File: src/rtl/cpu_pkg.sv
`default_nettype none

package cpu_pkg;

    localparam int XLEN      = 32;
    localparam int NUM_REGS  = 32;
    localparam int REG_AW    = 5;
    localparam int IMM_W     = 14;
    localparam int NUM_LANES = 2;
    localparam int IB_DEPTH  = 8;  // Also the sender's credits after reset
    localparam int IB_AW     = 3;

    // Unlisted codes commit as NOPs without a register write
    typedef enum logic [2:0] {
        OP_ADD  = 3'd0,
        OP_SUB  = 3'd1,
        OP_AND  = 3'd2,
        OP_OR   = 3'd3,
        OP_ADDI = 3'd4
    } op_e;

    typedef struct packed {
        op_e                     op;
        logic [REG_AW-1:0]       rd;
        logic [REG_AW-1:0]       rs1;
        logic [REG_AW-1:0]       rs2;  // Ignored by ADDI
        logic signed [IMM_W-1:0] imm;
    } instr_t;

    // One instruction buffer entry
    typedef struct packed {
        logic [XLEN-1:0] pc;
        instr_t          instr;
    } fetch_t;

    // Issue slot handed from the issue unit to one lane
    typedef struct packed {
        logic              valid;
        logic [XLEN-1:0]   pc;
        op_e               op;
        logic [REG_AW-1:0] rd;
        logic [XLEN-1:0]   a;
        logic [XLEN-1:0]   b;
    } issue_t;

    // Register write and commit report of one lane
    typedef struct packed {
        logic              valid;
        logic [XLEN-1:0]   pc;
        logic              wen;  // Writing op with rd other than zero
        logic [REG_AW-1:0] rd;
        logic [XLEN-1:0]   wdata;
    } commit_t;

endpackage

`default_nettype wire

File: src/rtl/exec_lane.sv
`default_nettype none

module exec_lane (
    input  wire logic             clk,
    input  wire logic             rst_i,
    input  wire cpu_pkg::issue_t  issue_i,
    output cpu_pkg::commit_t      fwd_o,
    output cpu_pkg::commit_t      wb_o
);

    cpu_pkg::issue_t  ex_q;
    cpu_pkg::commit_t ex_res;
    cpu_pkg::commit_t wb_q;
    logic             writes;

    // Execute stage register
    always_ff @(posedge clk) begin
        if (rst_i) begin
            ex_q.valid <= 1'b0;
        end else begin
            ex_q <= issue_i;
        end
    end

    // ALU
    always_comb begin
        writes       = 1'b1;
        ex_res.wdata = '0;
        case (ex_q.op)
            cpu_pkg::OP_ADD:  ex_res.wdata = ex_q.a + ex_q.b;
            cpu_pkg::OP_SUB:  ex_res.wdata = ex_q.a - ex_q.b;
            cpu_pkg::OP_AND:  ex_res.wdata = ex_q.a & ex_q.b;
            cpu_pkg::OP_OR:   ex_res.wdata = ex_q.a | ex_q.b;
            cpu_pkg::OP_ADDI: ex_res.wdata = ex_q.a + ex_q.b;  // b holds the immediate
            default:          writes = 1'b0;                   // NOP, still commits
        endcase
        ex_res.valid = ex_q.valid;
        ex_res.pc    = ex_q.pc;
        ex_res.rd    = ex_q.rd;
        ex_res.wen   = ex_q.valid && writes && (ex_q.rd != '0);
    end

    assign fwd_o = ex_res;

    // Write-back stage register
    always_ff @(posedge clk) begin
        if (rst_i) begin
            wb_q.valid <= 1'b0;
            wb_q.wen   <= 1'b0;
        end else begin
            wb_q <= ex_res;
        end
    end

    assign wb_o = wb_q;

endmodule

`default_nettype wire

File: config.mk
export PLATFORM = sky130hd
export DESIGN_NAME = exec_lane
export DESIGN_NICKNAME = d
export VERILOG_FILES = /design/src/rtl/cpu_pkg.sv /design/src/rtl/exec_lane.sv
export SDC_FILE = /design/constraint.sdc
export NUM_CORES = 1
export LEC_CHECK = 0
export ABC_AREA = 1
export BUFFER_PORTS_ARGS = -buffer_cell sky130_fd_sc_hd__buf_4
export CAP_MARGIN = 20
export CORE_MARGIN = 2
export CORE_UTILIZATION = 36
export DETAILED_ROUTE_END_ITERATION = 7
export PLACE_DENSITY = 0.58
export SETUP_SLACK_MARGIN = 0.3
export SLEW_MARGIN = 5
export SYNTH_ARGS = -nofsm -noshare
export SYNTH_HDL_FRONTEND = slang
export SYNTH_SLANG_ARGS = --single-unit
File: constraint.sdc
create_clock -name clk -period 5.5 [get_ports clk]
set_input_delay 0.275 -clock clk [delete_from_list [all_inputs] [get_ports clk]]
set_output_delay 0.275 -clock clk [all_outputs]
set_load 0.1 [all_outputs]
==> results.ini <==
[clock_tree]
numCtsBuffers=17
clk_path_buf_depth=2
post-cts-setup-buffers=0
root_buffer=clkbuf_16
clk_latency_ps=440
cts_tree=built
cts_sinks=176
clk_pin_slew_ps=80
htreeDepth=4

[detailed_routing]
drt-pass1-iter-count=8
ant_nets=0
drt-total-wl_um=28700
num_vias=7941
drt-initial-drc-count=571
viasPerCell=4.79
wl_per_cell_um=17.3
drc=9

[worst_setup_path]
arrival_ps=4480
cp-start-kind=flop
cp-end-kind=primary output
regToRegSetupSlack_ps=1620
criticalPathCategory=flop to primary output
r2r_cells=13
cp_max_fo=32
critical_path_required_ps=5220
r2r_start=ex_q[69]$_DFFE_PN_
r2r_end=wb_o[17]$_DFFE_PN_
critPathLaunch=ex_q[69]$_DFFE_PN_

[yosys]
syn_area_um2=9610
synthTopCellsByCount=nand2_1, edfxtp_1, inv_1, nor2_1, nand3_1
ys_top_cells_by_area=edfxtp_1, nand2_1, ha_1, nand3_1, inv_1
syn-num-nets=1168
yosysSeqAreaShare_pct=54.7
synthFlopType=edfxtp_1
yosys.area.top_type=edfxtp_1
async_flop_share_pct=0
synth-edff-count=173
syn_inst=1021
ys_ff_latch=176
yosysMostFrequentCell=nand2_1
yosysTopAreaCellShare_pct=54.0
ys_types=44
yosysWarnings=0
syn_avg_cell_area_um2=9.42

[grt]
overflow=0
grt_max_degree=72
antenna_found_initial=0
grt_first_pass_wirelength_um=44100
grt_pass1_vias=7916
grt_util_all_layers_pct=20.6

[hold_path]
hold_class=input port to flop
hold_depth=1
hp-start=issue_i[29]
hold_end=ex_q[29]$_DFFE_PN_

[timing]
slew_headroom_pct=33.4
hold_viol=0
period_needed_ps=4750
slew_viol_final=0
clock.fmax_ghz=0.210
worstMarginPinSlew_ps=997
setup_viol=0
fin_crit_sh_pct=86.4
rsz0062_at_grt=no
setup_tns_ps=0
skew_ps=21.9

[power]
p_seq_share_pct=33.9
p_per_area_nw_per_um2=388
p_int_w=0.00273
swShare_pct=45.7
p_leak_nw=5.82
p_sw_w=0.00229
ir_drop_v=0.000243
power_frac_comb_pct=40.1
clockPowerShare_pct=26.1

[final_layout]
ff_latch_area_um2=5260
fillCellCount=2484
multi_input_area_um2=3560
drive_gt1_share_pct=23.5
final_nets=1458
instances_no_fill=1659
antennaDiodeCount=0
syn2layout_area_growth_pct=34.4

[place]
dp_cells=1558
place_congestion=0.888
hpwl_um=22200
portBuffers=248

[job]
maxCapViolations=0

[die]
core-area_um2=26100
initial_core_util_pct=36.8
die-area_um2=28000
die_h_um=167
die_w_um=167
pin_count=249
core.rowCount=59

[outcome]
outcome=finished, violations left
failed_checks=DRC

## flip-flops by register name, indices dropped and copies added, names as in the netlist
register	flops
ex_q	67
fwd_o	38
wb_o	71
## logic make-up after synthesis
group           count (synthesis)  share of synthesized area, %
fa+ha+maj                      47                          6.01
compound gates                106                          6.44
xor+xnor                       26                          2.37
simple gates                  496                          22.2
buf+inv                       170                          8.30
flops                         176                          54.7
## power by group through the flow
stage / Sequential [W] / Combinational (W) / Clock, W
5_1_grt: 0.00171 / 0.00214 / 0.00139
3_5_place_dp: 0.00173 / 0.00197 / 0
6_report: 0.00170 / 0.00201 / 0.00131
3_3_place_gp: 0.00173 / 0.00197 / 0
2_1_floorplan: 0.00209 / 0.00115 / 0
4_1_cts: 0.00170 / 0.00200 / 0.00134
## placed cells by master (no fill, tap or decap), types with 17 or more instances in the layout
| cell type | n |
|---|---|
| a21oi_1 | 29 |
| buf_4 | 251 |
| clkbuf_16 | 17 |
| dlygate4sd3_1 | 69 |
| edfxtp_1 | 173 |
| ha_1 | 39 |
| inv_1 | 116 |
| nand2_1 | 249 |
| nand3_1 | 90 |
| nor2_1 | 110 |
| o21ai_0 | 40 |
| xor2_1 | 19 |
## per-layer routing
metal | track usage (%) | up-vias | part of all wire (%)
met5 | 0 | - | 0
met4 | 4.88 | 0 | 1.2
met3 | 6.50 | 20 | 8.0
met2 | 33.4 | 264 | 46
met1 | 27.1 | 3684 | 45
li1 | - | 3973 | -
## worst max-delay path, stage by stage (launching register included)
cell	delay [ps]
edfxtp_1	730
nor2_4	130
inv_2	450
o21ai_0	230
xnor2_1	230
ha_1	430
nand2_1	150
nor2_1	270
inv_1	80
nor2_1	270
nand4_1	210
nand3_1	160
nor2_1	50
o21ai_0	280
buf_4	360
## through the flow
step / power (W) / utilization [%] / setup WS (ps) / cell area (um^2) / hold WS [ps]
detailed placement: 0.00369 / 44.3 / 1170 / 11600 / 433
floorplan: 0.00325 / - / 438 / 9610 / 346
finish: 0.00502 / 49.4 / 747 / 12900 / 6.90
global placement: 0.00369 / 44.3 / 1140 / 11600 / 429
CTS: 0.00504 / 48.8 / 674 / 12800 / 0.0582
global route: 0.00524 / 49.4 / 371 / 12900 / 0.0915
## worst max-delay path by stage
stage                                    end  slack [ps]  cells past startpoint
after floorplan           wb_o[17]$_DFFE_PN_         440                     18
after global placement             fwd_o[17]        1140                     14
after detailed placement           fwd_o[17]        1170                     14
after CTS                          fwd_o[17]         670                     14
after global routing               fwd_o[17]         370                     14
final                              fwd_o[17]         750                     14
## area by class of cell
| class | instances | share of cell area [%] |
|---|---|---|
| clock inverter | 15 | 1.70 |
| inverter | 121 | 3.55 |
| clock buffer | 17 | 3.29 |
| tap | 335 | 3.24 |
| timing repair buffer | 320 | 19.9 |
| sequential | 176 | 40.7 |
| multi-input combinational | 675 | 27.6 |
## what timing repair did
item | CTS | global route
hold endpoints to repair | 53 | 16
hold buffers | 53 | 16
endpoints found under the setup margin | 0 | 0
gates resized for setup | 0 | 0
Note: power is estimated with default switching activity, not from simulation.
