$ cat src/rtl/cpu_pkg.sv
`default_nettype none

package cpu_pkg;

    localparam int XLEN      = 32;
    localparam int NUM_REGS  = 32;
    localparam int REG_AW    = 5;
    localparam int IMM_W     = 14;
    localparam int NUM_LANES = 2;
    localparam int IB_DEPTH  = 8;  // Also the sender's credits after reset
    localparam int IB_AW     = 3;

    // Unlisted codes commit as NOPs without a register write
    typedef enum logic [2:0] {
        OP_ADD  = 3'd0,
        OP_SUB  = 3'd1,
        OP_AND  = 3'd2,
        OP_OR   = 3'd3,
        OP_ADDI = 3'd4
    } op_e;

    typedef struct packed {
        op_e                     op;
        logic [REG_AW-1:0]       rd;
        logic [REG_AW-1:0]       rs1;
        logic [REG_AW-1:0]       rs2;  // Ignored by ADDI
        logic signed [IMM_W-1:0] imm;
    } instr_t;

    // One instruction buffer entry
    typedef struct packed {
        logic [XLEN-1:0] pc;
        instr_t          instr;
    } fetch_t;

    // Issue slot handed from the issue unit to one lane
    typedef struct packed {
        logic              valid;
        logic [XLEN-1:0]   pc;
        op_e               op;
        logic [REG_AW-1:0] rd;
        logic [XLEN-1:0]   a;
        logic [XLEN-1:0]   b;
    } issue_t;

    // Register write and commit report of one lane
    typedef struct packed {
        logic              valid;
        logic [XLEN-1:0]   pc;
        logic              wen;  // Writing op with rd other than zero
        logic [REG_AW-1:0] rd;
        logic [XLEN-1:0]   wdata;
    } commit_t;

endpackage

`default_nettype wire

$ cat src/rtl/instr_buffer.sv
`default_nettype none

module instr_buffer (
    input  wire logic                   clk,
    input  wire logic                   rst_i,
    input  wire logic                   push_i,
    input  wire cpu_pkg::fetch_t        push_data_i,
    input  wire logic [1:0]             pop_i,
    output cpu_pkg::fetch_t             head_o [cpu_pkg::NUM_LANES],
    output logic [cpu_pkg::IB_AW:0]     count_o,
    output logic [1:0]                  credit_o
);

    cpu_pkg::fetch_t mem [cpu_pkg::IB_DEPTH];

    logic [cpu_pkg::IB_AW-1:0] wr_ptr_q;
    logic [cpu_pkg::IB_AW-1:0] rd_ptr_q;
    logic [cpu_pkg::IB_AW-1:0] rd_ptr_nxt;  // Second oldest entry
    logic [cpu_pkg::IB_AW:0]   count_q;

    assign rd_ptr_nxt = rd_ptr_q + 1'b1;

    // Entry storage, written at the tail
    always_ff @(posedge clk) begin
        if (push_i) begin
            mem[wr_ptr_q] <= push_data_i;
        end
    end

    // Pointers wrap on their own since the depth is a power of two
    always_ff @(posedge clk) begin
        if (rst_i) begin
            wr_ptr_q <= '0;
            rd_ptr_q <= '0;
            count_q  <= '0;
        end else begin
            if (push_i) begin
                wr_ptr_q <= wr_ptr_q + 1'b1;
            end
            rd_ptr_q <= rd_ptr_q + cpu_pkg::IB_AW'(pop_i);
            count_q  <= count_q + (cpu_pkg::IB_AW + 1)'(push_i)
                                - (cpu_pkg::IB_AW + 1)'(pop_i);
        end
    end

    // Two oldest entries, qualified by count_o downstream
    assign head_o[0] = mem[rd_ptr_q];
    assign head_o[1] = mem[rd_ptr_nxt];
    assign count_o   = count_q;

    // Every freed entry goes straight back to the sender
    assign credit_o  = pop_i;

endmodule

`default_nettype wire

$ cat config.mk
export PLATFORM = sky130hd
export DESIGN_NAME = instr_buffer
export DESIGN_NICKNAME = d
export VERILOG_FILES = /design/src/rtl/cpu_pkg.sv /design/src/rtl/instr_buffer.sv
export SDC_FILE = /design/constraint.sdc
export NUM_CORES = 1
export LEC_CHECK = 0
export BUFFER_PORTS_ARGS = -buffer_cell sky130_fd_sc_hd__buf_2
export CORE_ASPECT_RATIO = 0.5
export CORE_UTILIZATION = 54
export CTS_CLUSTER_DIAMETER = 80
export DETAILED_ROUTE_END_ITERATION = 12
export PLACE_DENSITY = 0.74
export REMOVE_ABC_BUFFERS = 1
export SETUP_SLACK_MARGIN = 0.02
export SYNTH_ARGS = -nofsm -noshare
export SYNTH_HDL_FRONTEND = slang
export SYNTH_SLANG_ARGS = --single-unit
$ cat constraint.sdc
create_clock -name clk -period 14.9 [get_ports clk]
set_input_delay 0 -clock clk [delete_from_list [all_inputs] [get_ports clk]]
set_output_delay 0 -clock clk [all_outputs]
set_load 0.005 [all_outputs]
==> results of run 1 <==
==> synthesized netlist by cell type, types with 4 or more instances <==
library cell,number,area (sq um)
edfxtp_1,512,15400
mux4_2,244,5500
mux2_2,128,1440
buf_2,38,190
clkbuf_1,16,60.1
buf_6,12,135
mux4_1,12,315
nor2_1,12,45.0
dfxtp_1,10,200
ha_1,8,100
inv_1,7,26.3
nand2b_1,4,25.0
==> state kept, by name, indices dropped and copies added (netlist names) <==
register and cells:
rd_ptr_q 3, wr_ptr_q 3, mem 512, count_o 4
==> per-layer routing <==
metal	track usage	up-vias
li1	-	5052
met1	0.307	6466
met2	0.402	357
met3	0.0334	61
met4	0.0467	0
met5	0	-
==> logic make-up after synthesis <==
| kind of cell | count (synthesis) | synth area share |
|---|---|---|
| muxes | 385 | 0.307 |
| DFF | 522 | 0.659 |
| xor gates and xnor gates | 6 | 0.00254 |
| and+or+nand+nor | 24 | 0.00466 |
| buffers and inverters | 80 | 0.0197 |
| AOI/OAI and AO/OA | 4 | 0.00122 |
| adders and majority gates | 10 | 0.00593 |
==> path summary, 6_finish.rpt <==
kind	start	cells past startpoint	endpoint
setup / recovery	rd_ptr_q[1]$_SDFF_PP0_	5	head_o[24]
hold / removal	pop_i[1]	5	rd_ptr_q[2]$_SDFF_PP0_
setup reg to reg	wr_ptr_q[2]$_SDFFE_PP0P_	4	mem[0][21]$_DFFE_PP_
hold reg to reg	wr_ptr_q[2]$_SDFFE_PP0P_	2	wr_ptr_q[2]$_SDFFE_PP0P_
==> final cells by class <==
cell class              count  area share
clock buffers              56      0.0443
inverters                   7    0.000961
well taps                 577      0.0264
clock inverters            24     0.00915
diodes                      1   0.0000915
multi-input cells         429       0.281
flip-flops and latches    522       0.570
repair buffers            291      0.0681
==> where the power goes <==
part,switching (mW),internal [mW]
registers,0.0377,1.66
clock network,0.507,0.664
logic,0.323,0.391
total,0.868,2.71
==> stage by stage <==
stage	cell area, sq um	utilization	hold slack [ps]	total power [mW]
after floorplan	23200	-	0	2.28
after global placement	25200	0.592	188	2.42
after detailed placement	25200	0.592	183	2.44
after CTS	27300	0.642	44.2	3.62
after global routing	27300	0.642	64.1	3.71
final	27300	0.642	47.8	3.58
==> worst register-to-register path, delay by kind of cell, from the launching register on <==
family | cells | cell delay, ps
buffers and inverters | 2 | 1220
flip-flops | 1 | 330
AND/OR/NAND/NOR | 2 | 870
==> impl_metrics.tcl, run 1 <==
set metrics [dict create \
    status "completed" \
    numPortBuffers 202 \
    arrival_ps 4310 \
    crit_required_ps 14900 \
    fin_crit_sh 0.289 \
    drive_above_1_share 0.508 \
    met1_length_mm 20.6 \
    drt_iter0_drc 814 \
    avgSynthCellArea_sq_um 22.9 \
    final_common_cell "edfxtp_1" \
    cts_hold_buffers 68 \
    clock_latency_ps 560 \
    cp-start-kind "register" \
    drt_pass1_iterations 5 \
    initial_core_util 0.555 \
    finalSetupTns_ps 0 \
    cts_tree "done" \
    final_cells 1907 \
    grt_max_degree 89 \
    wl_met2_mm 26.8 \
    rrSetupSlack_ps 12080 \
    design.portCount 203 \
    syn_to_final_growth_pct 15.6 \
    cts_inserted_buffers 46 \
    path_class "reg -> out" \
    cp_slowest_cell "dfxtp_4" \
    pre_cts_slack_ps 11130 \
    cp_max_fo 67 \
    critical-path-top-delay-family "buffers and inverters" \
    critPathBufInv 2 \
    rsz0062_at_grt "false" \
    timing.final.ws_setup_ps 10590 \
    fill_cells 2817 \
    vdd_drop_max_uv 87.5 \
    max_stage_delay_ps 950 \
    postCtsSetupBuffers 0 \
    setup_violations 0 \
    cts_sinks 522 \
    clock_path_buffers 3 \
    worst_slew_pin_slew_ps 1060 \
    clock-skew-final_ps 24.2 \
    crit_path_end_kind "output pin" \
    die_w_um 298 \
    syn-cell-area_sq_mm 0.0236 \
    synth_cells 1031 \
    first_global_vias 13000 \
    nNetsFinal 1376 \
    dpl.hpwl_mm 29.0 \
    place_congestion 0.733 \
    htreeDepth 2 \
    via_per_inst 6.26 \
    dieHeight_um 150 \
    wirelength_mm 50.3 \
    cts_resized 0 \
    mostFrequentLayoutCells "edfxtp_1, mux4_2, buf_2, mux2_2, dlygate4sd3_1" \
    overflow 0 \
    layout_min_cycle_time_ps 4310 \
    track_usage 0.228 \
    multi_input_area_sq_mm 0.00768 \
    met3_length_mm 2.31 \
    cts-root-buf "clkbuf_16" \
    ys_types 27 \
    synth-edff-count 512 \
    antenna_found_initial 0 \
    power.density_mw_per_mm2 131 \
    yosys_warnings 0 \
    timing_hold_violations_final 0 \
    hold_path_class "in -> reg" \
    ys.flop_type "edfxtp_1" \
    maxCapViolations 0 \
    register_area_sq_mm 0.0156 \
    drv_slew 0 \
    wire_per_inst_um 26.4 \
    rows 53 \
    place_inst 1758 \
    synth-seq-area-share 0.659 \
    vias 11900 \
    drc 0 \
    worstPathCellList "ha_4, buf_4, mux4_2, mux2_2, buf_2" \
    clkTransAtPathRegs_ps 60 \
    p_leak_nw 8.83 \
    max_freq_mhz 232 \
    ys_ff_latch 522 \
    grt_pass1_wl_mm 76.6 \
    dieArea_sq_mm 0.0447 \
    postSynth.asyncResetShare 0 \
    postRouteAntennaNets 0 \
    highest_layer "met4" \
    slew_headroom 0.293 \
    core_sq_mm 0.0426 \
]
Note: power is estimated with default switching activity, not from simulation.
==> run 2, diff against run 1 <==
- clock period: 14.9 -> 4.2 ns (I/O delays scaled with it)
==> run 2 against run 1 <==
Critical endpoint is now head_o[117]. Clock power grew to 3.4 times the previous value. Worst hold slack gained 190 ps. Largest power group unchanged. Setup slack lost 9700 ps.
==> impl_metrics.tcl, run 2 (synthesized netlist as in run 1, its figures left out) <==
set metrics [dict create \
    via_per_inst 6.29 \
    cts-root-buf "clkbuf_16" \
    power.density_mw_per_mm2 456 \
    fin_crit_sh 0.777 \
    fill_cells 2834 \
    p_leak_nw 8.80 \
    htreeDepth 2 \
    clock_latency_ps 560 \
    placed_area_sq_mm 0.0253 \
    grt_pass1_wl_mm 76.5 \
    holdPathStages 2 \
    register_area_sq_mm 0.0156 \
    reg2regPathDepth 3 \
    wire_per_inst_um 26.4 \
    nNetsFinal 1375 \
    die_w_um 298 \
    rows 53 \
    numPortBuffers 202 \
    drt_pass1_iterations 5 \
    cts_inserted_buffers 46 \
    cts_tree "done" \
    cts_hold_buffers 68 \
    setup_violations 0 \
    design.portCount 203 \
    status "completed" \
    crit_path_end_kind "output pin" \
    wirelength_mm 50.4 \
    vias 12000 \
    initial_core_util 0.555 \
    max_freq_mhz 306 \
    grt_max_degree 149 \
    cp_max_fo 98 \
    postCtsSetupBuffers 0 \
    layout_min_cycle_time_ps 3260 \
    core_sq_mm 0.0426 \
    overflow 0 \
    regMostFlops "mem" \
    maxCapViolations 0 \
    final_cells 1906 \
    clkTransAtPathRegs_ps 70 \
    timing.final.ws_setup_ps 935 \
    drive_above_1_share 0.501 \
    syn_to_final_growth_pct 15.7 \
    cts_sinks 522 \
    slew_headroom 0.276 \
    worst_slew_pin_slew_ps 1090 \
    mostFrequentLayoutCells "edfxtp_1, mux4_2, buf_2, mux2_2, dlygate4sd3_1" \
    multi_input_area_sq_mm 0.00768 \
    dpl.hpwl_mm 28.6 \
    rsz0062_at_grt "false" \
    path_class "reg -> out" \
    place_inst 1757 \
    final_common_cell "edfxtp_1" \
    vdd_drop_max_uv 266 \
    largest_reg_flops 512 \
    hold_path_class "in -> reg" \
    timing_hold_violations_final 0 \
    first_global_vias 13000 \
    drc 0 \
    place_congestion 0.747 \
    pre_cts_slack_ps 1420 \
    dieArea_sq_mm 0.0447 \
    drv_slew 0 \
    antenna_found_initial 1 \
    clock_path_buffers 3 \
    postRouteAntennaNets 0 \
    arrival_ps 3260 \
    dieHeight_um 150 \
    cts_resized 0 \
    crit_required_ps 4200 \
    drt_iter0_drc 1047 \
    track_usage 0.229 \
    cp-start-kind "register" \
    clock-skew-final_ps 13.9 \
    postLayoutCellArea_sq_mm 0.0274 \
]
## run 2: cell count changes in the layout (fill, tap and decap cells not counted), sizes merged
cell / before / now
bufinv: 5 / 1
clkbuf: 56 / 59
buf: 223 / 222
inv: 8 / 9
## run 2: path summary, 6_finish.rpt
check,start,end,slack (ps)
worst min register to register,wr_ptr_q[2]$_SDFFE_PP0P_,wr_ptr_q[2]$_SDFFE_PP0P_,600
worst min-delay path,push_data_i[51],mem[0][51]$_DFFE_PP_,240
worst max-delay path,rd_ptr_q[1]$_SDFF_PP0_,head_o[117],940
worst max register to register,wr_ptr_q[0]$_SDFFE_PP0P_,mem[7][59]$_DFFE_PP_,1920
## run 2: where the power goes
part | internal, mW | leakage [nW] | switching [mW]
logic | 1.40 | 3.40 | 1.19
registers | 5.87 | 4.74 | 0.0931
clock network | 2.11 | 0.661 | 1.81
## run 2: final cells by class
type | count | area share
clock buffer | 59 | 0.0446
multi-input combinational | 429 | 0.281
clock inverter | 21 | 0.00476
timing repair buffer | 290 | 0.0728
sequential | 522 | 0.570
tap | 577 | 0.0264
antenna | 1 | 0.0000915
inverter | 7 | 0.000960
## run 2: metal layers
layer	routed length, um	vias up	part of all wire	global-route usage
met5	0	-	0	0
met4	756	0	0.015	0.0495
met3	2760	60	0.055	0.0328
met2	25900	388	0.51	0.391
met1	20900	6484	0.42	0.319
li1	-	5054	-	-
## run 2: worst max-delay path: stages, from the launching register on
cell and delay, ps:
dfxtp_4 350, buf_4 540, buf_12 720, mux4_2 610
mux2_2 290, buf_2 140
## run 2: through the flow
step | setup TNS [ps] | utilization | power (mW) | hold WS (ps)
after floorplan | -969430 | - | 8.08 | 0
after global routing | 0 | 0.643 | 12.9 | 251
after global placement | 0 | 0.595 | 8.58 | 185
final | 0 | 0.643 | 12.5 | 243
after CTS | 0 | 0.643 | 12.6 | 215
after detailed placement | 0 | 0.595 | 8.65 | 186
