===== src/rtl/cpu_pkg.sv =====
`default_nettype none

package cpu_pkg;

    localparam int XLEN      = 32;
    localparam int NUM_REGS  = 32;
    localparam int REG_AW    = 5;
    localparam int IMM_W     = 14;
    localparam int NUM_LANES = 2;
    localparam int IB_DEPTH  = 8;  // Also the sender's credits after reset
    localparam int IB_AW     = 3;

    // Unlisted codes commit as NOPs without a register write
    typedef enum logic [2:0] {
        OP_ADD  = 3'd0,
        OP_SUB  = 3'd1,
        OP_AND  = 3'd2,
        OP_OR   = 3'd3,
        OP_ADDI = 3'd4
    } op_e;

    typedef struct packed {
        op_e                     op;
        logic [REG_AW-1:0]       rd;
        logic [REG_AW-1:0]       rs1;
        logic [REG_AW-1:0]       rs2;  // Ignored by ADDI
        logic signed [IMM_W-1:0] imm;
    } instr_t;

    // One instruction buffer entry
    typedef struct packed {
        logic [XLEN-1:0] pc;
        instr_t          instr;
    } fetch_t;

    // Issue slot handed from the issue unit to one lane
    typedef struct packed {
        logic              valid;
        logic [XLEN-1:0]   pc;
        op_e               op;
        logic [REG_AW-1:0] rd;
        logic [XLEN-1:0]   a;
        logic [XLEN-1:0]   b;
    } issue_t;

    // Register write and commit report of one lane
    typedef struct packed {
        logic              valid;
        logic [XLEN-1:0]   pc;
        logic              wen;  // Writing op with rd other than zero
        logic [REG_AW-1:0] rd;
        logic [XLEN-1:0]   wdata;
    } commit_t;

endpackage

`default_nettype wire


===== src/rtl/issue_unit.sv =====
`default_nettype none

module issue_unit (
    input  wire cpu_pkg::fetch_t            head_i     [cpu_pkg::NUM_LANES],
    input  wire logic [cpu_pkg::IB_AW:0]    count_i,
    output logic [1:0]                      pop_o,
    output logic [cpu_pkg::REG_AW-1:0]      rf_raddr_o [2*cpu_pkg::NUM_LANES],
    input  wire logic [cpu_pkg::XLEN-1:0]   rf_rdata_i [2*cpu_pkg::NUM_LANES],
    input  wire cpu_pkg::commit_t           fwd_i      [cpu_pkg::NUM_LANES],
    output cpu_pkg::issue_t                 issue_o    [cpu_pkg::NUM_LANES]
);

    logic has_one;
    logic has_two;
    logic uses_rs2_1;  // Younger entry reads rs2
    logic dep_on_0;    // Younger entry reads older entry's result
    logic pair;

    // Younger lane in execute wins over older lane, then the register file
    function automatic logic [cpu_pkg::XLEN-1:0] pick_operand(
        input logic [cpu_pkg::REG_AW-1:0] src,
        input logic [cpu_pkg::XLEN-1:0]   rf_val,
        input cpu_pkg::commit_t           ex0,
        input cpu_pkg::commit_t           ex1
    );
        logic [cpu_pkg::XLEN-1:0] val;
        val = rf_val;
        if (src != '0) begin
            if (ex1.wen && ex1.rd == src) begin
                val = ex1.wdata;
            end else if (ex0.wen && ex0.rd == src) begin
                val = ex0.wdata;
            end
        end
        return val;
    endfunction

    function automatic logic [cpu_pkg::XLEN-1:0] sext_imm(
        input logic signed [cpu_pkg::IMM_W-1:0] imm
    );
        return {{(cpu_pkg::XLEN - cpu_pkg::IMM_W){imm[cpu_pkg::IMM_W-1]}}, imm};
    endfunction

    assign has_one = (count_i != '0);
    assign has_two = (count_i >= 2);

    assign uses_rs2_1 = (head_i[1].instr.op != cpu_pkg::OP_ADDI);

    assign dep_on_0 = (head_i[0].instr.rd != '0) &&
                      ((head_i[1].instr.rs1 == head_i[0].instr.rd) ||
                       (uses_rs2_1 && head_i[1].instr.rs2 == head_i[0].instr.rd));

    assign pair = has_two && !dep_on_0;

    always_comb begin
        if (!has_one) begin
            pop_o = 2'd0;
        end else if (pair) begin
            pop_o = 2'd2;
        end else begin
            pop_o = 2'd1;
        end
    end

    // Read both sources of both entries, ADDI simply ignores its rs2 value
    always_comb begin
        for (int i = 0; i < cpu_pkg::NUM_LANES; i++) begin
            rf_raddr_o[2*i]   = head_i[i].instr.rs1;
            rf_raddr_o[2*i+1] = head_i[i].instr.rs2;
        end
    end

    always_comb begin
        for (int i = 0; i < cpu_pkg::NUM_LANES; i++) begin
            issue_o[i].pc = head_i[i].pc;
            issue_o[i].op = head_i[i].instr.op;
            issue_o[i].rd = head_i[i].instr.rd;
            issue_o[i].a  = pick_operand(head_i[i].instr.rs1, rf_rdata_i[2*i],
                                         fwd_i[0], fwd_i[1]);
            if (head_i[i].instr.op == cpu_pkg::OP_ADDI) begin
                issue_o[i].b = sext_imm(head_i[i].instr.imm);
            end else begin
                issue_o[i].b = pick_operand(head_i[i].instr.rs2, rf_rdata_i[2*i+1],
                                            fwd_i[0], fwd_i[1]);
            end
        end
        issue_o[0].valid = has_one;
        issue_o[1].valid = pair;  // Lane 1 only ever takes the younger entry
    end

endmodule

`default_nettype wire


===== config.mk =====
export PLATFORM = sky130hd
export DESIGN_NAME = issue_unit
export DESIGN_NICKNAME = d
export VERILOG_FILES = /design/src/rtl/cpu_pkg.sv /design/src/rtl/issue_unit.sv
export SDC_FILE = /design/constraint.sdc
export NUM_CORES = 1
export LEC_CHECK = 0
export BUFFER_PORTS_ARGS = -buffer_cell sky130_fd_sc_hd__buf_2
export CAP_MARGIN = 20
export CORE_AREA = 2 2 249 251
export DETAILED_ROUTE_END_ITERATION = 6
export DIE_AREA = 0 0 251 253
export GPL_ROUTABILITY_DRIVEN = 1
export SYNTH_ARGS = -nofsm -noshare
export SYNTH_HDL_FRONTEND = slang
export SYNTH_SLANG_ARGS = --single-unit

===== constraint.sdc =====
create_clock -name vclk -period 1.6
set_clock_uncertainty 0.1 [all_clocks]
set_input_delay 0.08 -clock vclk [all_inputs]
set_output_delay 0.08 -clock vclk [all_outputs]
set_load 0.005 [all_outputs]

==> run_results.csv, run 1 <==
group,metric,value,unit
run_status,status,"finished with violations",
run_status,violations,"setup timing",
drt,wl_per_cell,25.9,µm
drt,routed_wl,49900,µm
sta,clock.fmax,487,MHz
floorplan,die_area,63500,µm²
power_and_ir_drop,power.density,247,nW/µm²
grt,grt_max_degree,33,
grt,grt.overflow.total,0,
sta,fin_crit,2.05,ns
final_layout,fin_nets,1538,
sta,setup-violations-final,129,
placement,port_buffers,430,
setup_path,crit_top_cell,"buf_6",
floorplan,rows,91,
logic_synthesis,syn_area_per_cell,6.91,µm²
setup_path,crit_path_top_delay_cell,"nor4_1",
grt,track_usage,13.5,%
sta,maxSlewViolCount,0,
hold_path,hold_depth,0,
setup_path,required,1.42,ns
logic_synthesis,synthXorXnorAreaFrac,9.11,%
final_layout,area_delta_synth_final,133,%
hold_path,min_from,"head_i[62]",
setup_path,worst-path-buf-inv,8,
drt,initialDrtViolationCount,702,
drt,drc_errors,0,
logic_synthesis,yosysUniqueCellTypes,36,
setup_path,end_kind,"output port",
drt,viasPerCell,4.20,
setup_path,crit_arrival,1.87,ns
sta,tightest_slew,0.792,ns
grt,grt_pass1_wl,60300,µm
setup_path,slowest_delay,0.23,ns
setup_path,crit_type,"in -> out",
logic_synthesis,synth_top_family_by_area,"compound AO/OA/AOI/OAI gates",
drt,vias,8098,
final_layout,fin_area,11200,µm²
final_layout,fin_util,18.4,%
sta,relSlewSlack,47.2,%
placement,place_area,8260,µm²
logic_synthesis,yosys_warnings,0,
logic_synthesis,synth_top_area_share,16.1,%
sta,hold_viol,0,
job,cap_violations,0,
drt,drt_pass1_iterations,5,
logic_synthesis,synth.area.top_cells,"buf_4, a2bb2oi_1, a221oi_2",
final_layout,drive_gt1_share,75.1,%
floorplan,ios,634,
final_layout,seq_area,0,µm²
logic_synthesis,muxShareOfSynthArea,0.234,%
setup_path,path_max_fanout,5,
power_and_ir_drop,ir_drop,0.000147,V
grt,grt_pass1_vias,7532,
sta,fin_tns_setup,-45.60,ns
setup_path,critical-path-top-delay-family,"buffers and inverters",
power_and_ir_drop,leakage,4.56,nW
final_layout,num-fill-cells,6783,
logic_synthesis,synthAdderAreaFrac,0,%
hold_path,whs_endpoint,"issue_o[102]",
logic_synthesis,synthesis.nets,1098,
logic_synthesis,synthTopCellsByCount,"buf_4, nand2_1, a21oi_1",
logic_synthesis,ys_seq_area_share,0,%
placement,hpwlAfterDp,32500,µm
drt,postRouteAntennaNets,0,
setup_path,worstPathCellList,"buf_8, buf_6, xor2_2, nor4_1, buf_4, buf_6, nand2_4, a21boi_4, buf_12, buf_16, clkbuf_16, a2bb2oi_2, buf_2",
placement,dp.cells,1873,
final_layout,n_clock_buffer,0,
grt,antenna_found_initial,5,
sta,rsz0062_at_grt,"true",
logic_synthesis,syn_inst,696,
sta,timing.final.crit_share,128,%
floorplan,core,61000,µm²
sta,hold_ws,0.0600,ns
sta,layout_setup_ws,-0.454,ns
logic_synthesis,synth_area,4810,µm²
logic_synthesis,yosys.cell_count.top_type,"buf_4",
hold_path,hold_class,"in -> out",
floorplan,dieWidth,251,µm
final_layout,seq_cell_count,0,
placement,routabilityCongestion,0.879,
setup_path,critPathLaunchType,"primary input",
logic_synthesis,synth_top_cell_by_area,"buf_4",
logic_synthesis,synth_simple_gate_area_share,14.8,%
floorplan,dieHeight,253,µm
logic_synthesis,synth_compound_area_share,52.3,%
floorplan,initial_core_util,7.88,%
final_layout,stdcell_count,1928,
[repair_timing]
action,4_1_cts,5_1_grt
hold buffers,0,0
pin swaps,77,55
endpoints found under the setup margin,129,131
gates resized for setup,256,124
gates cloned,11,7
buffers inserted,24,13
endpoints found under the hold margin,0,0
[cell type report]
type                       instances  area, µm²  area share, %
timing repair buffer             605       4810           42.9
multi-input combinational        528       5410           48.2
tap                              790        988           8.81
antenna                            4       10.0         0.0892
inverter                           1       3.75         0.0334
[per-stage QoR]
stage / worst slack (ns) / power [mW]
floorplan: 0.0566 / 0.949
global placement: -0.533 / 2.08
detailed placement: -0.545 / 2.09
CTS: -0.412 / 2.51
global route: -0.523 / 2.94
finish: -0.454 / 2.77
[power by group]
part | leakage, nW | internal (mW) | switching [mW]
Combinational | 4.56 | 1.39 | 1.38
Sequential | 0 | 0 | 0
Clock | 0.0000280 | 0.000000271 | 0
[worst max-delay path by stage]
stage               start      endpoint  slack [ns]  depth (start not counted)
3_3_place_gp   fwd_i[105]  issue_o[168]       -0.53                          9
6_report       head_i[23]   issue_o[59]       -0.45                         13
4_1_cts         fwd_i[33]  issue_o[109]       -0.41                         11
2_1_floorplan  head_i[81]  issue_o[108]        0.06                          7
3_5_place_dp   fwd_i[105]  issue_o[168]       -0.54                          9
5_1_grt         fwd_i[35]   issue_o[53]       -0.52                         11
[routing by layer]
| layer | wire length (µm) | vias up | share of wire [%] | track usage [%] |
|---|---|---|---|---|
| met5 | 41 | - | 0.082 | 0 |
| met4 | 1740 | 6 | 3.5 | 3.72 |
| met3 | 4460 | 131 | 8.9 | 2.95 |
| met2 | 22300 | 578 | 45 | 22.4 |
| met1 | 21300 | 3892 | 43 | 17.5 |
| li1 | - | 3491 | - | - |
[cells in the final DEF, fill, tap and decap left out, types with 14 or more instances in the layout]
master     netlist  final
a21oi_1         65     50
a21oi_2          0     14
a221oi_2        30     45
a221oi_4         0     19
a2bb2oi_2        4     57
buf_12           0     52
buf_2           14    406
buf_4          103     70
buf_6           13     43
buf_8            0     15
nand2_1         79     73
o21ai_0         64     63
o22ai_2          0     29
o22ai_4          0     26
or3_1           28     26
xor2_1          27     16
[cell families (layout without fill, tap and decap cells)]
kind of cell | after synthesis | in the layout
xor gates and xnor gates | 50 | 50
muxes | 1 | 1
buffers and inverters | 168 | 606
AOI/OAI and AO/OA | 329 | 329
and+or+nand+nor | 148 | 148
other | 0 | 4
No activity file was read; power rests on OpenSTA's default activity.
==> run 2, diff against run 1 <==
- clock period: 1.6 -> 1.9 ns (I/O delays scaled with it)
==> run 2 against run 1 <==
Hold slack improved by 0.030 ns. Largest power group unchanged. Global-route usage decreased by 0.72 points. Total power shrank 12%. Largest cell class unchanged. The flow still finishes with violations (setup timing). Combinational power is 12% lower. Worst setup slack improved by 0.27 ns. Die area is the same.
==> run_results.csv, run 2 (synthesized netlist as in run 1, its figures left out) <==
group,metric,value,unit
grt,grt.overflow.total,0,
setup_path,critPathLaunchType,"primary input",
placement,port_buffers,430,
drt,routed_wl,48600,µm
drt,drt_pass1_iterations,5,
power_and_ir_drop,power.density,209,nW/µm²
run_status,violations,"setup timing",
clocking,cts_hold_buffers,0,
final_layout,n_clock_buffer,0,
sta,hold_ws,0.0900,ns
floorplan,ios,634,
sta,setup-violations-final,114,
hold_path,hold_class,"in -> out",
final_layout,layout_commonest_cell,"buf_2",
setup_path,path_max_fanout,6,
drt,initialDrtViolationCount,663,
grt,grt_max_degree,33,
sta,maxSlewViolCount,0,
floorplan,die_area,63500,µm²
sta,layout_setup_ws,-0.183,ns
grt,antenna_found_initial,6,
floorplan,dieWidth,251,µm
final_layout,area_delta_synth_final,141,%
setup_path,crit_type,"in -> out",
drt,viasPerCell,4.22,
sta,fin_tns_setup,-9.85,ns
placement,pre_cts_ws,-0.269,ns
drt,wl_per_cell,25.1,µm
final_layout,stdcell_count,1937,
sta,timing.final.crit_share,110,%
placement,dp.cells,1863,
grt,track_usage,12.8,%
final_layout,fin_nets,1545,
power_and_ir_drop,leakage,4.74,nW
run_status,status,"finished with violations",
final_layout,drive_gt1_share,78.6,%
drt,vias,8170,
placement,hpwlAfterDp,32200,µm
floorplan,initial_core_util,7.88,%
floorplan,rows,91,
floorplan,core,61000,µm²
final_layout,seq_cell_count,0,
setup_path,required,1.70,ns
placement,routabilityCongestion,0.860,
setup_path,end_kind,"output port",
sta,rsz0062_at_grt,"true",
sta,relSlewSlack,45.5,%
sta,fin_crit,2.08,ns
setup_path,crit_arrival,1.89,ns
drt,drc_errors,0,
final_layout,seq_area,0,µm²
grt,grt_pass1_vias,7493,
job,cap_violations,0,
floorplan,dieHeight,253,µm
grt,grt_pass1_wl,57600,µm
final_layout,fin_util,19.0,%
drt,postRouteAntennaNets,0,
sta,tightest_slew,0.817,ns
sta,clock.fmax,480,MHz
sta,hold_viol,0,
final_layout,layout_common_cells,"buf_2, buf_4, o21ai_0",
power_and_ir_drop,ir_drop,0.000130,V
[run 2: cell types whose count changed in the layout (fill, tap and decap cells not counted), sizes merged]
cell / before / now
buf: 598 / 603
diode: 4 / 6
bufbuf: 0 / 1
clkbuf: 7 / 8
[run 2: metal layers]
metal  wire (µm)  vias up  track usage (%)
met5           0        -                0
met4        1750        0             3.59
met3        4420      127             2.44
met2       22700      592             21.5
met1       19800     3940             16.5
li1            -     3511                -
[run 2: per-stage QoR]
stage,power (mW),instance area [µm²]
3_5_place_dp,1.74,8200
2_1_floorplan,0.799,4810
4_1_cts,2.07,9870
5_1_grt,2.56,11600
3_3_place_gp,1.73,8200
6_report,2.43,11600
[run 2: where the power goes]
group          internal (mW)  leakage, nW  switching [mW]   total [mW]
sequential                 0            0               0            0
clock            0.000000334    0.0000351               0  0.000000334
combinational           1.23         4.74            1.20         2.43
total                   1.23         4.74            1.20         2.43
[run 2: final timing paths]
check,startpoint,endpoint,slack [ns],cells past startpoint
hold / removal,head_i[62],issue_o[102],0.09,0
setup / recovery,head_i[23],issue_o[50],-0.18,11
[run 2: final cells by class]
class / count / area [µm²]
fill: 6723 / 49400
multi-input combinational: 528 / 5730
timing repair buffer: 612 / 4880
tap: 790 / 988
antenna: 6 / 15.0
inverter: 1 / 3.75
[run 2: repair_timing]
item / CTS / global route
buffers inserted: 23 / 39
resized for setup: 245 / 202
cloned: 5 / 9
setup endpoints to repair: 126 / 128
pin swaps: 65 / 104
[run 2: critical path, cell delays in order]
cell and delay (ns):
buf_8 0.10, xnor2_2 0.19, nand4_1 0.19, or3_4 0.39, a21boi_4 0.16, buf_12 0.13
buf_16 0.11, buf_12 0.13, buf_12 0.13, a2bb2oi_2 0.13, buf_2 0.12
==> run 3, diff against run 2 <==
==> constraint.sdc (replaced) <==
create_clock -name vclk -period 1.9
set_clock_uncertainty 0.1 [all_clocks]
set_input_delay 0.38 -clock vclk [all_inputs]
set_output_delay 0.38 -clock vclk [all_outputs]
set_load 0.005 [all_outputs]
==> run 3 against run 2 <==
The flow still finishes with violations (setup timing). Via count fell by 1.7%. Critical path type unchanged. Core utilization rose by 0.48 points. Highest routed layer is now met5. Fmax is 21% lower. Final cell count increased by 1.3%. Worst setup slack worse by 0.57 ns. Die area unchanged.
==> run_results.csv, run 3 (synthesized netlist as in run 1, its figures left out) <==
group,metric,value,unit
final_layout,fin_nets,1572,
floorplan,initial_core_util,7.88,%
floorplan,rows,91,
drt,viasPerCell,4.09,
power_and_ir_drop,ir_drop,0.000105,V
drt,wl_per_cell,25.3,µm
setup_path,crit_type,"in -> out",
drt,initialDrtViolationCount,487,
final_layout,n_clock_buffer,0,
sta,hold_viol,0,
placement,pre_cts_ws,-1.56,ns
setup_path,path_max_fanout,5,
power_and_ir_drop,power.density,208,nW/µm²
final_layout,seq_area,0,µm²
drt,vias,8028,
drt,drc_errors,0,
sta,layout_setup_ws,-0.751,ns
setup_path,crit_arrival,2.17,ns
run_status,violations,"setup timing",
final_layout,layout_commonest_cell,"buf_2",
sta,relSlewSlack,70.5,%
sta,fin_tns_setup,-85.95,ns
placement,routabilityCongestion,0.785,
grt,grt_pass1_vias,7997,
setup_path,critPathLaunchType,"primary input",
drt,wl_met1,20800,µm
drt,highest_layer,"met5",
hold_path,hold_class,"in -> out",
grt,grt_pass1_wl,63100,µm
setup_path,required,1.42,ns
sta,rsz0062_at_grt,"true",
drt,drt_pass1_iterations,5,
final_layout,stdcell_count,1962,
setup_path,end_kind,"output port",
setup_path,crit_path_top_delay_cell,"nor4_4",
grt,track_usage,14.2,%
sta,setup-violations-final,131,
sta,maxSlewViolCount,0,
sta,fin_crit,2.65,ns
grt,antenna_found_initial,7,
grt,grt.overflow.total,0,
placement,dp.cells,1903,
setup_path,worstPathCellList,"buf_12, buf_12, xor2_4, nor4_4, buf_6, o2bb2a_4, buf_16, a221oi_2, a21oi_1, buf_2",
placement,hpwlAfterDp,37100,µm
final_layout,area_delta_synth_final,147,%
sta,hold_ws,0.660,ns
sta,timing.final.crit_share,140,%
setup_path,crit_top_cell,"buf_12",
sta,clock.fmax,377,MHz
placement,place_area,9220,µm²
final_layout,num-fill-cells,6731,
floorplan,core,61000,µm²
power_and_ir_drop,leakage,4.78,nW
job,cap_violations,0,
placement,port_buffers,430,
setup_path,slowest_delay,0.28,ns
final_layout,drive_gt1_share,77.3,%
floorplan,dieWidth,251,µm
floorplan,ios,634,
drt,dr_wl_met2,23700,µm
run_status,status,"finished with violations",
floorplan,dieHeight,253,µm
grt,grt_max_degree,19,
drt,wl_met3,2840,µm
floorplan,die_area,63500,µm²
drt,routed_wl,49600,µm
final_layout,layout_common_cells,"buf_2, buf_4, nand2_1",
final_layout,fin_area,11900,µm²
clocking,cts_hold_buffers,0,
sta,tightest_slew,0.442,ns
final_layout,seq_cell_count,0,
drt,postRouteAntennaNets,0,
## run 3: cell count changes in the layout (fill, tap and decap cells not counted), moves of 8 or more
cell     before  now
xnor2_1       7   15
buf_16        5   14
nand2_1      51   69
o22ai_4      21   40
nand2_4      16    2
o22ai_2      35   21
buf_4        74  101
## run 3: per-layer routing
metal / track usage [%] / vias to the layer above
met5: 0 / -
met4: 5.48 / 2
met3: 1.92 / 121
met2: 24.7 / 518
met1: 17.5 / 3819
li1: - / 3568
## run 3: through the flow
step           power, mW  util (%)
3_5_place_dp        1.98      15.1
3_3_place_gp        1.98      15.1
5_1_grt             2.63      19.5
4_1_cts             2.34      18.3
6_report            2.47      19.5
2_1_floorplan      0.910         -
## run 3: final timing paths
| kind | start | to | slack, ns | cells after the start |
|---|---|---|---|---|
| worst max-delay path | fwd_i[33] | issue_o[118] | -0.75 | 10 |
| worst min-delay path | head_i[61] | issue_o[101] | 0.66 | 0 |
## run 3: what timing repair did
action,4_1_cts,5_1_grt
gates resized for setup,219,125
pin swaps,106,88
setup endpoints to repair,131,131
cloned,15,4
setup buffers,36,23
## run 3: cell type report
class              instances  area [µm²]  area share [%]
inverters                  1        3.75          0.0315
repair buffers           638        5160            43.3
well taps                790         988            8.30
diodes                     4        10.0          0.0841
multi-input cells        529        5740            48.2
## run 3: critical path, delay by kind of cell
family | cells | cell delay (ns)
AOI/OAI and AO/OA | 3 | 0.62
buffers and inverters | 5 | 0.73
and+or+nand+nor | 1 | 0.28
xor gates and xnor gates | 1 | 0.14
## run 3: power breakdown
group	internal, mW	switching [mW]	total, mW
registers	0	0	0
logic	1.24	1.23	2.47
clock network	0.000000239	0	0.000000239
total	1.24	1.23	2.47
